File: src/snd_pkg.sv
// shared widths, bus structs and adpcm tables of the sound block, compiled before the rtl
package snd_pkg;

    localparam int ROM_AW  = 16; // sample rom byte address
    localparam int VOICE_W = 12; // decoded voice, signed
    localparam int SND_W   = 16; // mixed output, signed
    localparam int NVOICE  = 2;

    // master side of apb3, 43 bits
    typedef struct packed {
        logic        psel;
        logic        penable;
        logic        pwrite;
        logic [7:0]  paddr;
        logic [31:0] pwdata;
    } apb_req_t;

    typedef struct packed {
        logic [31:0] prdata;
        logic        pready;  // always 1, zero wait states
        logic        pslverr;
    } apb_rsp_t;

    typedef struct packed {
        logic [ROM_AW-1:0] start_addr; // first byte played
        logic [ROM_AW-1:0] end_addr;   // last byte played, inclusive
    } voice_cfg_t;

    typedef struct packed {
        logic              cs;   // held with a stable addr until ok
        logic [ROM_AW-1:0] addr;
    } rom_req_t;

    typedef struct packed {
        logic [7:0] data;
        logic       ok;   // single-cycle, qualifies data
    } rom_rsp_t;

    // msm5205 step sizes
    localparam logic [10:0] step_table [49] = '{
        11'd16,   11'd17,   11'd19,   11'd21,   11'd23,   11'd25,   11'd28,
        11'd31,   11'd34,   11'd37,   11'd41,   11'd45,   11'd50,   11'd55,
        11'd60,   11'd66,   11'd73,   11'd80,   11'd88,   11'd97,   11'd107,
        11'd118,  11'd130,  11'd143,  11'd157,  11'd173,  11'd190,  11'd209,
        11'd230,  11'd253,  11'd279,  11'd307,  11'd337,  11'd371,  11'd408,
        11'd449,  11'd494,  11'd544,  11'd598,  11'd658,  11'd724,  11'd796,
        11'd876,  11'd963,  11'd1060, 11'd1166, 11'd1282, 11'd1411, 11'd1552
    };

    // step index change, indexed by nibble magnitude bits 2:0
    localparam logic signed [4:0] index_adj [8] = '{
        -5'sd1, -5'sd1, -5'sd1, -5'sd1, 5'sd2, 5'sd4, 5'sd6, 5'sd8
    };

endpackage
File: src/snd_top.sv
// two-voice adpcm sound block top: apb registers, voices, sample rom arbiter and mixer
`timescale 1ns/1ps

module snd_top #(
    parameter int CLK_DIV = 64 // clocks per output sample
) (
    input  logic                             clk,
    input  logic                             arst_n,
    input  snd_pkg::apb_req_t                apb_req,
    output snd_pkg::apb_rsp_t                apb_rsp,
    output snd_pkg::rom_req_t                rom_req, // external sample rom
    input  snd_pkg::rom_rsp_t                rom_rsp,
    output logic signed [snd_pkg::SND_W-1:0] sound,
    output logic                             sample,
    output logic                             irq
);
    import snd_pkg::*;

    voice_cfg_t                cfg [NVOICE];
    logic [NVOICE-1:0]         start;
    logic [NVOICE-1:0]         stop;
    logic [NVOICE-1:0]         busy;
    logic [NVOICE-1:0]         voice_end;
    logic                      sample_tick;
    rom_req_t                  voice_req [NVOICE];
    rom_rsp_t                  voice_rsp [NVOICE];
    logic signed [VOICE_W-1:0] voice_signal [NVOICE];

    snd_regs u_regs (
        .clk       ( clk       ),
        .arst_n    ( arst_n    ),
        .apb_req   ( apb_req   ),
        .apb_rsp   ( apb_rsp   ),
        .cfg       ( cfg       ),
        .start     ( start     ),
        .stop      ( stop      ),
        .busy      ( busy      ),
        .voice_end ( voice_end ),
        .irq       ( irq       )
    );

    adpcm_voice u_voice0 (
        .clk         ( clk             ),
        .arst_n      ( arst_n          ),
        .cfg         ( cfg[0]          ),
        .start       ( start[0]        ),
        .stop        ( stop[0]         ),
        .sample_tick ( sample_tick     ),
        .rom_req     ( voice_req[0]    ),
        .rom_rsp     ( voice_rsp[0]    ),
        .busy        ( busy[0]         ),
        .voice_end   ( voice_end[0]    ),
        .signal      ( voice_signal[0] )
    );

    adpcm_voice u_voice1 (
        .clk         ( clk             ),
        .arst_n      ( arst_n          ),
        .cfg         ( cfg[1]          ),
        .start       ( start[1]        ),
        .stop        ( stop[1]         ),
        .sample_tick ( sample_tick     ),
        .rom_req     ( voice_req[1]    ),
        .rom_rsp     ( voice_rsp[1]    ),
        .busy        ( busy[1]         ),
        .voice_end   ( voice_end[1]    ),
        .signal      ( voice_signal[1] )
    );

    rom_arbiter u_arbiter (
        .clk       ( clk       ),
        .arst_n    ( arst_n    ),
        .voice_req ( voice_req ),
        .voice_rsp ( voice_rsp ),
        .rom_req   ( rom_req   ),
        .rom_rsp   ( rom_rsp   )
    );

    snd_mixer #(
        .CLK_DIV ( CLK_DIV )
    ) u_mixer (
        .clk          ( clk          ),
        .arst_n       ( arst_n       ),
        .voice_signal ( voice_signal ),
        .sample_tick  ( sample_tick  ),
        .sound        ( sound        ),
        .sample       ( sample       )
    );

endmodule

File: src/snd_mixer.sv
// sample-rate timer and voice mixer producing the 16-bit sound output and its strobe
`timescale 1ns/1ps

module snd_mixer #(
    parameter int CLK_DIV = 64
) (
    input  logic                               clk,
    input  logic                               arst_n,
    input  logic signed [snd_pkg::VOICE_W-1:0] voice_signal [snd_pkg::NVOICE],
    output logic                               sample_tick,
    output logic signed [snd_pkg::SND_W-1:0]   sound,
    output logic                               sample
);
    import snd_pkg::*;

    localparam int CNT_W = $clog2(CLK_DIV);

    logic [CNT_W-1:0]        cnt_q;
    logic                    tick_d; // voices already hold the new nibble
    logic signed [SND_W-1:0] sum;

    // one sign bit of headroom, x8 as on the board
    always_comb begin
        sum = '0;
        for (int i = 0; i < NVOICE; i++) begin
            sum = sum + $signed({voice_signal[i][VOICE_W-1], voice_signal[i], 3'b000});
        end
    end

    always_ff @(posedge clk or negedge arst_n) begin
        if (!arst_n) begin
            cnt_q       <= '0;
            sample_tick <= 1'b0;
            tick_d      <= 1'b0;
            sample      <= 1'b0;
            sound       <= '0;
        end else begin
            sample_tick <= cnt_q == CNT_W'(CLK_DIV - 1); // first tick CLK_DIV cycles in
            cnt_q       <= (cnt_q == CNT_W'(CLK_DIV - 1)) ? '0 : cnt_q + 1'b1;
            tick_d      <= sample_tick;
            sample      <= tick_d; // strobe in the cycle sound changes
            if (tick_d) begin
                sound <= sum;
            end
        end
    end

endmodule

File: src/rom_arbiter.sv
// shares the external sample rom port between the voices round-robin with one transfer open
`timescale 1ns/1ps

module rom_arbiter (
    input  logic              clk,
    input  logic              arst_n,
    input  snd_pkg::rom_req_t voice_req [snd_pkg::NVOICE],
    output snd_pkg::rom_rsp_t voice_rsp [snd_pkg::NVOICE],
    output snd_pkg::rom_req_t rom_req,
    input  snd_pkg::rom_rsp_t rom_rsp
);
    import snd_pkg::*;

    logic              act_q;  // transfer open on the shared port
    logic              gnt_q;  // voice owning it
    logic              prio_q; // tie winner with voice 0 first after reset
    logic              pick;
    logic [NVOICE-1:0] ok_vec;

    always_comb begin
        if (voice_req[0].cs && voice_req[1].cs) begin
            pick = prio_q;
        end else begin
            pick = voice_req[1].cs; // lone requester
        end
    end

    always_ff @(posedge clk or negedge arst_n) begin
        if (!arst_n) begin
            act_q  <= 1'b0;
            gnt_q  <= 1'b0;
            prio_q <= 1'b0;
        end else if (act_q) begin
            if (rom_rsp.ok) begin
                act_q <= 1'b0; // voice cs drops on this same edge
            end
        end else if (voice_req[0].cs || voice_req[1].cs) begin
            act_q  <= 1'b1;
            gnt_q  <= pick;
            prio_q <= !pick; // other voice wins the next tie
        end
    end

    assign rom_req.cs   = act_q;
    assign rom_req.addr = voice_req[gnt_q].addr;

    // data fans out to both and ok only to the owner
    always_comb begin
        for (int i = 0; i < NVOICE; i++) begin
            ok_vec[i]         = act_q && rom_rsp.ok && gnt_q == 1'(i);
            voice_rsp[i].data = rom_rsp.data;
            voice_rsp[i].ok   = ok_vec[i];
        end
    end

    // rom answers only an open transfer so ok reaches the one owner
    a_one_ok: assert property (@(posedge clk) disable iff (!arst_n)
        rom_rsp.ok |-> act_q);

endmodule

File: src/adpcm_voice.sv
// one adpcm voice that walks its rom range and decodes a prefetched byte a nibble per tick
`timescale 1ns/1ps

module adpcm_voice (
    input  logic                               clk,
    input  logic                               arst_n,
    input  snd_pkg::voice_cfg_t                cfg,
    input  logic                               start,
    input  logic                               stop,
    input  logic                               sample_tick,
    output snd_pkg::rom_req_t                  rom_req,
    input  snd_pkg::rom_rsp_t                  rom_rsp,
    output logic                               busy,
    output logic                               voice_end,
    output logic signed [snd_pkg::VOICE_W-1:0] signal
);
    import snd_pkg::*;

    localparam logic signed [13:0] SIG_MAX = 14'sd2047;
    localparam logic signed [13:0] SIG_MIN = -14'sd2048;

    logic               cs_q;        // request open on the rom port
    logic               disc_q;      // open request belongs to an old run
    logic [ROM_AW-1:0]  req_addr_q;  // stable while cs_q
    logic [ROM_AW-1:0]  next_addr_q; // byte to fetch next
    logic [ROM_AW-1:0]  end_q;       // range end latched at start
    logic [7:0]         buf_q;       // prefetched byte
    logic               buf_vld;
    logic               buf_last;    // buffered byte sits at end_addr
    logic               lo_sel;      // low nibble is next
    logic [5:0]         idx_q;       // step index 0..48
    logic               issue;
    logic               take;
    logic               consume;
    logic [3:0]         nib;
    logic [10:0]        step;
    logic [11:0]        diff;        // at most 2910
    logic signed [13:0] sum;
    logic signed [6:0]  idx_sum;
    logic [5:0]         idx_nxt;

    assign issue   = !cs_q && busy && !buf_vld && !start && !stop;
    assign take    = rom_rsp.ok && !disc_q && !start && !stop; // stale data dropped
    assign consume = sample_tick && busy && buf_vld && !start && !stop;
    assign nib     = lo_sel ? buf_q[3:0] : buf_q[7:4]; // high nibble first
    assign step    = step_table[idx_q];

    assign rom_req.cs   = cs_q;
    assign rom_req.addr = req_addr_q;

    // msm5205 decode of one nibble
    always_comb begin
        diff = 12'(step >> 3);
        if (nib[0]) begin
            diff = diff + 12'(step >> 2);
        end
        if (nib[1]) begin
            diff = diff + 12'(step >> 1);
        end
        if (nib[2]) begin
            diff = diff + 12'(step);
        end
        sum = 14'(signal); // sign extended
        if (nib[3]) begin
            sum = sum - $signed({2'b00, diff});
        end else begin
            sum = sum + $signed({2'b00, diff});
        end
        if (sum > SIG_MAX) begin
            sum = SIG_MAX;
        end else if (sum < SIG_MIN) begin
            sum = SIG_MIN;
        end
        idx_sum = $signed({1'b0, idx_q}) + 7'(index_adj[nib[2:0]]);
        if (idx_sum < 0) begin
            idx_nxt = '0;
        end else if (idx_sum > 7'sd48) begin
            idx_nxt = 6'd48;
        end else begin
            idx_nxt = idx_sum[5:0];
        end
    end

    // cs falls the cycle after ok
    always_ff @(posedge clk or negedge arst_n) begin
        if (!arst_n) begin
            cs_q   <= 1'b0;
            disc_q <= 1'b0;
        end else if (rom_rsp.ok) begin
            cs_q   <= 1'b0;
            disc_q <= 1'b0;
        end else begin
            if (issue) begin
                cs_q <= 1'b1;
            end
            if (cs_q && (start || stop)) begin
                disc_q <= 1'b1; // transfer finishes and its byte is ignored
            end
        end
    end

    always_ff @(posedge clk) begin
        if (issue) begin
            req_addr_q <= next_addr_q;
        end
        if (start) begin
            next_addr_q <= cfg.start_addr;
            end_q       <= cfg.end_addr;
        end else if (take) begin
            next_addr_q <= req_addr_q + 1'b1;
        end
        if (take) begin
            buf_q <= rom_rsp.data;
        end
    end

    always_ff @(posedge clk or negedge arst_n) begin
        if (!arst_n) begin
            busy      <= 1'b0;
            voice_end <= 1'b0;
            signal    <= '0;
            idx_q     <= '0;
            buf_vld   <= 1'b0;
            buf_last  <= 1'b0;
            lo_sel    <= 1'b0;
        end else begin
            voice_end <= 1'b0;
            if (start) begin // also restarts a busy voice
                busy    <= 1'b1;
                signal  <= '0;
                idx_q   <= '0;
                buf_vld <= 1'b0;
                lo_sel  <= 1'b0;
            end else if (stop) begin
                busy    <= 1'b0;
                signal  <= '0;
                buf_vld <= 1'b0;
            end else begin
                if (take) begin
                    buf_vld  <= 1'b1;
                    buf_last <= req_addr_q == end_q;
                end
                if (consume) begin
                    signal <= sum[VOICE_W-1:0];
                    idx_q  <= idx_nxt;
                    lo_sel <= !lo_sel;
                    if (lo_sel) begin
                        buf_vld <= 1'b0; // next fetch goes out now
                        if (buf_last) begin
                            busy      <= 1'b0;
                            voice_end <= 1'b1;
                        end
                    end
                end else if (sample_tick && !busy) begin
                    signal <= '0; // back to silence once the last value is sampled
                end
            end
        end
    end

    a_range: assert property (@(posedge clk) disable iff (!arst_n)
        start |-> cfg.start_addr <= cfg.end_addr);

endmodule

File: src/snd_regs.sv
// apb register block of the sound core: voice ranges, start/stop commands, status and irq
`timescale 1ns/1ps

module snd_regs (
    input  logic                       clk,
    input  logic                       arst_n,
    input  snd_pkg::apb_req_t          apb_req,
    output snd_pkg::apb_rsp_t          apb_rsp,
    output snd_pkg::voice_cfg_t        cfg [snd_pkg::NVOICE],
    output logic [snd_pkg::NVOICE-1:0] start,     // one-cycle pulse per voice
    output logic [snd_pkg::NVOICE-1:0] stop,
    input  logic [snd_pkg::NVOICE-1:0] busy,
    input  logic [snd_pkg::NVOICE-1:0] voice_end,
    output logic                       irq
);
    import snd_pkg::*;

    localparam logic [7:0] ADDR_CTRL = 8'h10; // write-only
    localparam logic [7:0] ADDR_STAT = 8'h14; // read, w1c on done

    logic              access;   // apb access phase
    logic              wr;
    logic              in_cfg;   // 0x00..0x0c
    logic              is_ctrl;
    logic              is_stat;
    logic              mapped;
    logic              vsel;     // voice of a cfg access
    logic              esel;     // end rather than start address
    logic [NVOICE-1:0] done_q;   // sticky finish flags
    logic [NVOICE-1:0] done_clr;

    assign access  = apb_req.psel & apb_req.penable;
    assign wr      = access & apb_req.pwrite;
    assign in_cfg  = apb_req.paddr[7:4] == 4'h0 && apb_req.paddr[1:0] == 2'b00;
    assign is_ctrl = apb_req.paddr == ADDR_CTRL;
    assign is_stat = apb_req.paddr == ADDR_STAT;
    assign mapped  = in_cfg | is_ctrl | is_stat;
    assign vsel    = apb_req.paddr[3];
    assign esel    = apb_req.paddr[2];

    // voice address ranges, kept to rom width
    always_ff @(posedge clk or negedge arst_n) begin
        if (!arst_n) begin
            for (int i = 0; i < NVOICE; i++) begin
                cfg[i] <= '0;
            end
        end else if (wr && in_cfg) begin
            if (esel) begin
                cfg[vsel].end_addr <= apb_req.pwdata[ROM_AW-1:0];
            end else begin
                cfg[vsel].start_addr <= apb_req.pwdata[ROM_AW-1:0];
            end
        end
    end

    // control write becomes start/stop pulses, voices act on the next edge
    always_ff @(posedge clk or negedge arst_n) begin
        if (!arst_n) begin
            start <= '0;
            stop  <= '0;
        end else begin
            start <= (wr && is_ctrl) ? apb_req.pwdata[0 +: NVOICE] : '0;
            stop  <= (wr && is_ctrl) ? apb_req.pwdata[4 +: NVOICE] : '0;
        end
    end

    assign done_clr = (wr && is_stat) ? apb_req.pwdata[8 +: NVOICE] : '0;

    always_ff @(posedge clk or negedge arst_n) begin
        if (!arst_n) begin
            done_q <= '0;
        end else begin
            done_q <= (done_q & ~done_clr) | voice_end; // a new end beats the clear
        end
    end

    assign irq = |done_q;

    // zero wait state response
    always_comb begin
        apb_rsp         = '0;
        apb_rsp.pready  = 1'b1;
        // status write still clears done, but is flagged
        apb_rsp.pslverr = access && (!mapped || (apb_req.pwrite && is_stat));
        if (in_cfg) begin
            apb_rsp.prdata[ROM_AW-1:0] = esel ? cfg[vsel].end_addr : cfg[vsel].start_addr;
        end else if (is_stat) begin
            apb_rsp.prdata[0 +: NVOICE] = busy;
            apb_rsp.prdata[8 +: NVOICE] = done_q;
        end
    end

    // apb3 access phase only inside a selected transfer
    a_penable_psel: assert property (@(posedge clk) disable iff (!arst_n)
        apb_req.penable |-> apb_req.psel);

endmodule

File: config.mk
export PLATFORM = sky130hd
export DESIGN_NAME = snd_top
export DESIGN_NICKNAME = d
export VERILOG_FILES = /design/src/snd_pkg.sv /design/src/snd_top.sv /design/src/snd_mixer.sv /design/src/rom_arbiter.sv /design/src/adpcm_voice.sv /design/src/snd_regs.sv
export SDC_FILE = /design/constraint.sdc
export NUM_CORES = 1
export LEC_CHECK = 0
export ABC_AREA = 1
export BUFFER_PORTS_ARGS = -buffer_cell sky130_fd_sc_hd__buf_4
export CAP_MARGIN = 40
export CORE_AREA = 2 2 223 225
export CTS_BUF_LIST = sky130_fd_sc_hd__clkbuf_4 sky130_fd_sc_hd__clkbuf_8
export CTS_CLUSTER_DIAMETER = 120
export DETAILED_ROUTE_END_ITERATION = 10
export DIE_AREA = 0 0 225 227
export PLACE_DENSITY_LB_ADDON = 0.25
export SYNTH_ARGS = -nofsm -noshare
export SYNTH_HDL_FRONTEND = slang
export SYNTH_SLANG_ARGS = --single-unit
export TNS_END_PERCENT = 30
File: constraint.sdc
create_clock -name clk -period 8.45 [get_ports clk]
set_clock_uncertainty 0.2 [all_clocks]
set_input_delay 1.2675 -clock clk [delete_from_list [all_inputs] [get_ports clk]]
set_output_delay 1.2675 -clock clk [all_outputs]
set_load 0.005 [all_outputs]
# Word-level counts from Yosys, hierarchy flattened
# Memory sizes are Yosys's and may differ from the RTL's.
# Cells that the tools add are included.
# totals
reg_bits,260
mem_bits_ro,1488
in_bits,54
out_inout_bits,69
wordCells,301
memories,4
# memory_table
memory,words,word_bits,read_ports,rd_clocked_by_memory_dff,write_ports,line_no,text
(name not given),64,11,1,0,0,adpcm_voice.sv:46,assign step = step_table[idx_q];
(name not given),64,11,1,0,0,adpcm_voice.sv:46,
(name not given),8,5,1,0,0,adpcm_voice.sv:74,"idx_sum = $signed({1'b0, idx_q}) + 7'(index_adj[nib[2:0]]);"
(name not given),8,5,1,0,0,adpcm_voice.sv:74,
# op_classes
n_addsub,16
n_lt_le_gt_ge,15
eq_ne,7
n_mux,116
bitwise,19
reduce_logical,83
# op_table
cell,n
$mux W12,16
$mux W16,9
$bwmux W64,2
$mux W32,4
$mux W6,13
$demux W32 S1,2
$mux W64,1
$mux W1,48
$mux W11,4
$logic_and A1 B1 Y1,37
$add A16 B1 Y16 const B,2
$eq A16 B16 Y1,2
$add A12 B13 Y14,2
$gt A14 B12 Y1 const B,2
$lt A14 B12 Y1 const B,2
$mux W14,2
$sub A12 B13 Y14,2
$add A12 B10 Y12,2
$add A12 B11 Y12,2
$add A8 B9 Y10,2
$mux W10,2
$mux W5,4
$reduce_bool A3 Y1,6
$add A15 B15 Y16,1
31 further kinds,87

# Longest topological paths before layout
# Gate-level depths: netlist (run 1).
# logic_depth
depth_word,18
mapped_depth,57
mapped_depth_nobuf,57

# By module
# A second synthesis (run 1) with hierarchy kept.
# unflattened
hier_cells,2745
hier_area_um2,20502.2
# modules_own_cells
module,instances,cells_per_inst,area_each_um2,seq_area_each_um2
adpcm_voice,2,991,7404.6,2307.2
snd_regs,1,466,3658.5,1751.7
snd_mixer,1,207,1514.0,550.5
rom_arbiter,1,90,520.5,75.1

# Least setup slack after synthesis (run 1)
# No wires, ideal clock.
# synth_timing
path_kind,reg2reg
startpoint,reg u_voice0.idx_q[1]
endpoint,reg u_voice0.signal[2] (netlist name)
setup_time_ps,126
arrival_ps,7062
required_ps,8124
setup_slack_ps,1062
path_stages_with_launch,51
path_buffers,0
period_less_slack_ps,7388
cell_sequence,dfrtp_1 > inv_1 > ha_1 > inv_1 > nand2_1 > o21ai_0 > nor2_1 > nor2_1 > nand2_1 > and2_1 > ha_1 > fa_1 > nand3_1 > nand3_1 > xnor2_1 > nand2_1 > and2_1 > ha_1 > [15 not listed] > nand2_1 > nand2_2 > o21ai_0 > xor2_1 > ha_1 > inv_1 > o21ai_0 > nor2_1 > nand2_1 > a21oi_1 > o21bai_1 > a21o_1 > a21oi_1 > inv_1 > xor2_1 > or2_2 > nand3_4 > nand3_2
# synth_via
elab_chain_cells,18
elab_cells_between_ends,20
classes_between,add/sub: 5; order compare: 2; mux: 11; bitwise: 1; memory: 1
# synth_lines
item,line_no,text
from (decl),adpcm_voice.sv:31,logic [5:0] idx_q;
from (signal assigned),adpcm_voice.sv:145,idx_q <= idx_nxt;
$not A6 Y7 (implied by the code) (*),adpcm_voice.sv:46,
$mem_v2 Z64 W11 (*),-,
$mux W11 (implied by the code) (*) (2 in series),adpcm_voice.sv:46,
$add A8 B9 Y10,adpcm_voice.sv:55,diff = diff + 12'(step >> 2);
$mux W10,adpcm_voice.sv:54,if (nib[0]) begin
$add A12 B10 Y12,adpcm_voice.sv:58,diff = diff + 12'(step >> 1);
$mux W12,adpcm_voice.sv:57,if (nib[1]) begin
$add A12 B11 Y12,adpcm_voice.sv:61,diff = diff + 12'(step);
$mux W12 (*),adpcm_voice.sv:60,if (nib[2]) begin
$add A12 B13 Y14 / $sub A12 B13 Y14 (equally long branches),"adpcm_voice.sv:67, adpcm_voice.sv:65",
$mux W14 (*),adpcm_voice.sv:64,if (nib[3]) begin
$lt A14 B12 Y1,adpcm_voice.sv:71,end else if (sum < SIG_MIN) begin
$mux W12,adpcm_voice.sv:71,
$mux W12 (*),adpcm_voice.sv:69,if (sum > SIG_MAX) begin
$mux W12 (*),adpcm_voice.sv:143,if (consume) begin
$mux W12 (*),adpcm_voice.sv:134,end else if (stop) begin
$mux W12 (*),adpcm_voice.sv:128,if (start) begin
to (signal assigned),adpcm_voice.sv:144,signal <= sum[VOICE_W-1:0];
to (decl),adpcm_voice.sv:15,output logic signed [snd_pkg::VOICE_W-1:0] signal
# Every way passes the cells marked *; elsewhere a longest branch is shown, timed or not. The select of a mux whose other input is x is not followed.
# A chain may end at the register's enable or synchronous reset.

# Worst setup path after layout (run 1)
# layout_timing
startpoint,reg u_voice0.idx_q[0]
endpoint,reg u_voice0.signal[0] (netlist name)
# The elaborated chain is that of the path after synthesis.

==> results of run 1 <==
[flip-flops by register name, indices dropped and copies added, names as in the netlist, 2 cells and up]
signal                count
u_regs.stop               2
u_voice0.req_addr_q      16
u_regs.cfg               64
u_regs.done_q             2
u_mixer.cnt_q             6
u_voice1.req_addr_q      16
u_voice0.idx_q            6
u_voice1.signal          12
u_voice1.end_q           16
u_voice0.signal          12
u_mixer.sound            13
u_regs.start              2
u_voice1.buf_q            8
u_voice0.next_addr_q     16
u_voice1.next_addr_q     16
u_voice0.end_q           16
u_voice0.buf_q            8
u_voice1.idx_q            6
[cell type report]
type,count,share of cell area
antenna,1,0.000116
clock buffer,61,0.0353
clock inverter,14,0.00745
inverter,315,0.0548
multi-input combinational,1889,0.496
sequential,257,0.323
tap,622,0.0359
timing repair buffer,130,0.0470
[cells in the mapped netlist, types with 15 or more instances]
cell	count	area (sq um)
xor2_1	72	631
nand3_2	25	250
or2_2	25	156
nor2_1	147	552
buf_4	23	173
nand3_1	213	1070
o21ai_0	160	801
xnor2_1	35	307
clkbuf_1	36	135
inv_1	304	1140
ha_1	133	1660
nor3_1	20	100
a22oi_1	25	188
and2_1	17	106
nand4_1	25	156
dfrtp_1	145	3630
edfxtp_1	112	3360
nand2_2	15	93.8
nand3b_1	20	150
nand2_1	671	2520
a21oi_1	118	591
[worst reg2reg max path: cells and delay by family, from the launching register on]
kind,cells,cell delay (ns)
AND/OR/NAND/NOR,29,2.87
adder cells (fa/ha/maj),6,1.70
AO/OA/AOI/OAI,8,1.03
XOR/XNOR,4,0.72
buffers and inverters,8,0.63
flip-flops,1,0.44
[per-layer routing]
layer | GRT usage | vias up
li1 | - | 8590
met1 | 0.309 | 8204
met2 | 0.345 | 547
met3 | 0.0299 | 76
met4 | 0.0459 | 2
met5 | 0 | -
[what timing repair did]
action                     CTS  global route
buffers inserted             0             1
resized for setup            0            24
setup endpoints to repair    0            23
hold endpoints to repair     0             0
[through the flow]
stage	instances	setup slack (ns)	hold slack, ns
2_1_floorplan	2538	1.06	0.200
3_3_place_gp	3206	0.399	0.201
3_5_place_dp	3211	0.382	0.205
4_1_cts	3286	0.334	0.210
5_1_grt	3288	0.0139	0.221
6_report	3289	0.776	0.213
[kinds of logic after synthesis]
| kind of cell | count (synthesis) | share of synthesized area |
|---|---|---|
| muxes | 1 | 0.000521 |
| other | 2 | 0.000391 |
| xor gates and xnor gates | 107 | 0.0487 |
| AOI/OAI and AO/OA | 412 | 0.124 |
| buffers and inverters | 393 | 0.0851 |
| and+or+nand+nor | 1204 | 0.279 |
| adders and majority gates | 144 | 0.0980 |
| DFF | 257 | 0.364 |
[where the power goes]
group | switching (W) | internal (W) | total [W] | leakage (nW)
sequential | 0.0000384 | 0.00135 | 0.00138 | 2.95
combinational | 0.000292 | 0.000167 | 0.000459 | 7.18
clock | 0.000519 | 0.000679 | 0.00120 | 0.479
[worst max-delay path by stage]
stage,startpoint,endpoint
after floorplan,u_voice0.idx_q[1],u_voice0.signal[2]
after global placement,u_voice0.idx_q[0],u_voice0.signal[9]
after CTS,u_voice0.idx_q[2],u_voice0.signal[7]
after detailed placement,u_voice1.idx_q[2],u_voice1.signal[3]
after global routing,u_voice1.idx_q[2],u_voice1.signal[10]
final,u_voice0.idx_q[0],u_voice0.signal[0]
[placed cells by master, fill, tap and decap left out, drive strengths merged, types with 30 or more instances in the layout]
| cell | count |
|---|---|
| o21ai | 167 |
| dfrtp | 145 |
| clkbuf | 61 |
| xor2 | 72 |
| xnor2 | 35 |
| or2 | 30 |
| inv | 315 |
| ha | 133 |
| a21oi | 118 |
| buf | 130 |
| nor2 | 153 |
| edfxtp | 112 |
| nand2 | 689 |
| nand3 | 241 |
==> results_dict.tcl, run 1 <==
set metrics [dict create \
    power_w 0.00304 \
    place.gp.congestion 0.880 \
    maxSlewHeadroom 0.402 \
    post-route-util 0.446 \
    fillCellCount 4816 \
    synth_seq_cells 257 \
    clkSinkCount 257 \
    ys_async_sr_fraction 0.564 \
    die_width_um 225 \
    firstDrtPassIters 6 \
    grt_pass1_wl_um 88200 \
    r2r-start "u_voice0.idx_q[0]" \
    yosys_warnings 0 \
    synth.distinct_cells 60 \
    crit_top_cell "nand2_1" \
    grt_usage 0.215 \
    tightest_slew_ns 0.897 \
    critical_path_depth 55 \
    avgViaCountPerCell 5.30 \
    clock-root-buffer "clkbuf_8" \
    cts_hold_buf 0 \
    regArea_sq_um 7000 \
    dr_wl_met3_um 3460 \
    clockBufferDepth 3 \
    met1Wirelength_um 26000 \
    fp-row-count 81 \
    drc 0 \
    cp_top_family "simple AND/OR/NAND/NOR gates" \
    multiInputGateArea_sq_um 10800 \
    cp.arrival_ns 7.98 \
    slowest_delay_ns 0.44 \
    dp_hpwl_um 41200 \
    portBuffers 86 \
    ios 123 \
    hold_end "u_voice0.req_addr_q[2]" \
    period_share 0.908 \
    drt_iter0_drc 1510 \
    cts_made_buffers 42 \
    drv_cap 0 \
    clkLatencyLatePin_ns 0.58 \
    stdcell_area_sq_um 21700 \
    crit_required_ns 8.75 \
    antenna_left 0 \
    nets 2833 \
    avgSynthCellArea_sq_um 7.63 \
    drive_above_1_share 0.118 \
    grt_max_degree 71 \
    r2r_slack_ns 0.78 \
    reg2regPathDepth 55 \
    slew_violations 0 \
    synth_edf_count 112 \
    rsz0062_at_grt "false" \
    p_leak_nw 10.6 \
    cp_max_fo 10 \
    cp_num_buf_inv 8 \
    vias 17400 \
    wl_um 54500 \
    dieArea_sq_um 51100 \
    grt_pass1_vias 16800 \
    ir_drop_mv 0.106 \
    fmax_ghz 0.130 \
    grt_antenna_before_repair 1 \
    yosysSeqAreaShare 0.364 \
    h-tree-depth 2 \
    final-setup-viol-count 0 \
    powerDensity_nw_per_um2 140 \
    tritoncts "built" \
    syn-cell-area_sq_um 19200 \
    end_kind "register" \
    wire_per_inst_um 16.6 \
    path_clk_slew_ns 0.07 \
    hold_path.class "reg2reg" \
    core_sq_um 48500 \
    worst_setup_path_start_kind "register" \
    synthFlopType "dfrtp_1" \
    wl_met2_um 24100 \
    hold_start "u_voice0.next_addr_q[2]" \
    cpMaxStageDelayCell "dfrtp_2" \
    path_class "reg2reg" \
    start_util 0.396 \
    whs_path_depth 0 \
    synthCells 2520 \
    syn_to_final_growth_pct 12.7 \
    status "completed" \
    die_h_um 227 \
    dpl_cell_area_sq_um 20700 \
    overflow 0 \
    period_minus_slack_ns 7.67 \
    hold_violations 0 \
    worstReg2RegEnd "u_voice0.signal[0]" \
    maxUsedRoutingLayer "met5" \
    setup_tns_ns 0 \
]
No activity file was read; power rests on OpenSTA's default activity.
==> run 2: changes to the inputs <==
--- a/config.mk
+++ b/config.mk
@@ -13,7 +13,7 @@
 export CTS_CLUSTER_DIAMETER = 120
 export DETAILED_ROUTE_END_ITERATION = 10
 export DIE_AREA = 0 0 225 227
-export PLACE_DENSITY_LB_ADDON = 0.25
+export PLACE_DENSITY = 0.62
 export SYNTH_ARGS = -nofsm -noshare
 export SYNTH_HDL_FRONTEND = slang
 export SYNTH_SLANG_ARGS = --single-unit
==> run 2 against run 1 <==
  * Die area is the same
  * Core utilization shrank 0.18 points
  * Clock power shrank 8%
  * Routed wire length shrank 0.82%
  * Critical path type unchanged
  * Critical endpoint is now u_voice0.signal[5]
==> results_dict.tcl, run 2 (synthesis gave the netlist of run 1 again) <==
set metrics [dict create \
    fmax_ghz 0.129 \
    met1_usage 0.299 \
    wl_um 54100 \
    period_minus_slack_ns 7.72 \
    hold_violations 0 \
    avgViaCountPerCell 5.24 \
    path_clk_slew_ns 0.06 \
    cp-startpoint "u_voice0.idx_q[1]" \
    die_width_um 225 \
    tightest_slew_ns 0.897 \
    hold_start "u_voice0.next_addr_q[13]" \
    die_h_um 227 \
    wire_per_inst_um 16.4 \
    largest_reg_flops 64 \
    ios 123 \
    reg2regPathDepth 35 \
    busiest_layer "met2" \
    drt_iter0_drc 1602 \
    dieArea_sq_um 51100 \
    vias 17300 \
    setup_tns_ns 0 \
    h-tree-depth 2 \
    final_common_cell "nand2_1" \
    syn_to_final_growth_pct 12.2 \
    crit_required_ns 8.69 \
    grt_pass1_wl_um 86700 \
    grt_pass1_vias 16500 \
    slew_violations 0 \
    clockBufferDepth 3 \
    p_switching_w 0.000855 \
    r2r-start "u_voice0.idx_q[1]" \
    overflow 0 \
    clkLatencyLatePin_ns 0.58 \
    final-setup-viol-count 0 \
    drv_cap 0 \
    grt_antenna_before_repair 2 \
    cell_internal_pwr_w 0.00208 \
    powerDensity_nw_per_um2 136 \
    ir_drop_mv 0.115 \
    fp-row-count 81 \
    path_class "reg2reg" \
    hold_end "u_voice0.req_addr_q[13]" \
    place.gp.congestion 0.917 \
    post-route-util 0.444 \
    cpMaxStageDelayCell "fa_1" \
    netSwitchingFraction 0.291 \
    drive_above_1_share 0.118 \
    clock-root-buffer "clkbuf_8" \
    maxSlewHeadroom 0.400 \
    drc 0 \
    core_sq_um 48500 \
    firstDrtPassIters 5 \
    grt_usage 0.212 \
    dp_hpwl_um 40600 \
    use_met2 0.346 \
    clkSinkCount 257 \
    cp_max_fo 9 \
    portBuffers 86 \
    worst_setup_path_start_kind "register" \
    regMostFlops "u_regs.cfg" \
    worstReg2RegEnd "u_voice0.signal[5]" \
    r2r_slack_ns 0.73 \
    seq_power_share 0.470 \
    hold_path.class "reg2reg" \
    status "completed" \
    tritoncts "built" \
    power_w 0.00294 \
    use_met3 0.0319 \
    nets 2833 \
    whs_path_depth 0 \
    timing.hold.ws_ns 0.209 \
    crit_top_cell "nand2_1" \
    grt_max_degree 55 \
    pwr-share-clk 0.373 \
    end_kind "register" \
    antenna_left 0 \
    final_cell_mix "670 x nand2_1, 302 x inv_1, 212 x nand3_1" \
    p_leak_nw 10.6 \
    cp.arrival_ns 7.96 \
    start_util 0.396 \
    period_share 0.914 \
    combPwrFrac 0.157 \
    slowest_delay_ns 0.49 \
    rsz0062_at_grt "false" \
    cts_made_buffers 42 \
]
-- run 2: changes by cell type in the layout (fill, tap and decap cells not counted), sizes merged --
| cell | before | now |
|---|---|---|
| buf | 130 | 131 |
| bufinv | 3 | 0 |
| clkbuf | 61 | 59 |
| clkinv | 9 | 16 |
| diode | 1 | 2 |
| nand3 | 241 | 240 |
-- run 2: routing by layer --
layer | share of wire | wire length (um)
met5 | 0 | 0
met3 | 0.066 | 3590
met4 | 0.016 | 888
met1 | 0.47 | 25400
met2 | 0.45 | 24200
-- run 2: cell type report --
cell class	instances	area, sq um
Fill cell	4921	27000
Multi-Input combinational cell	1888	10700
Sequential cell	257	7000
Inverter	315	1190
Timing Repair Buffer	131	1030
Tap cell	622	778
Clock buffer	59	737
Clock inverter	18	92.6
Antenna cell	2	5.00
-- run 2: worst max path at each step --
| stage | end | slack, ns | cells after the start |
|---|---|---|---|
| 3_5_place_dp | u_voice0.signal[9] | 0.50 | 48 |
| 5_1_grt | u_voice1.signal[1] | 0.01 | 55 |
| 4_1_cts | u_voice0.signal[5] | 0.45 | 48 |
| 6_report | u_voice0.signal[5] | 0.73 | 35 |
| 3_3_place_gp | u_voice0.signal[9] | 0.44 | 50 |
| 2_1_floorplan | u_voice0.signal[2] | 1.06 | 50 |
-- run 2: repair_timing --
item,in CTS,in global routing
buffers inserted,0,4
hold buffers,0,0
gates resized for setup,0,23
endpoints found under the setup margin,0,22
-- run 2: power groups by stage --
stage | clock network, W | registers (W) | logic (W)
2_1_floorplan | 0 | 0.00138 | 0.000294
3_3_place_gp | 0 | 0.00140 | 0.000440
3_5_place_dp | 0 | 0.00141 | 0.000454
4_1_cts | 0.00112 | 0.00138 | 0.000457
5_1_grt | 0.00118 | 0.00139 | 0.000511
6_report | 0.00110 | 0.00138 | 0.000460
-- run 2: through the flow --
step | std cells | cell area [sq um] | setup WS, ns
after floorplan | 2538 | 19300 | 1.06
after global placement | 3205 | 20600 | 0.444
after detailed placement | 3209 | 20600 | 0.499
after CTS | 3286 | 21500 | 0.448
after global routing | 3290 | 21600 | 0.00970
final | 3292 | 21600 | 0.727
-- run 2: worst max-delay path, delay by kind of cell (launching register included) --
family / cells / cell delay [ns]
AO/OA/AOI/OAI: 7 / 1.61
XOR/XNOR: 3 / 0.48
adder cells (fa/ha/maj): 6 / 2.42
buffers and inverters: 3 / 0.22
flip-flops: 1 / 0.36
AND/OR/NAND/NOR: 16 / 2.29
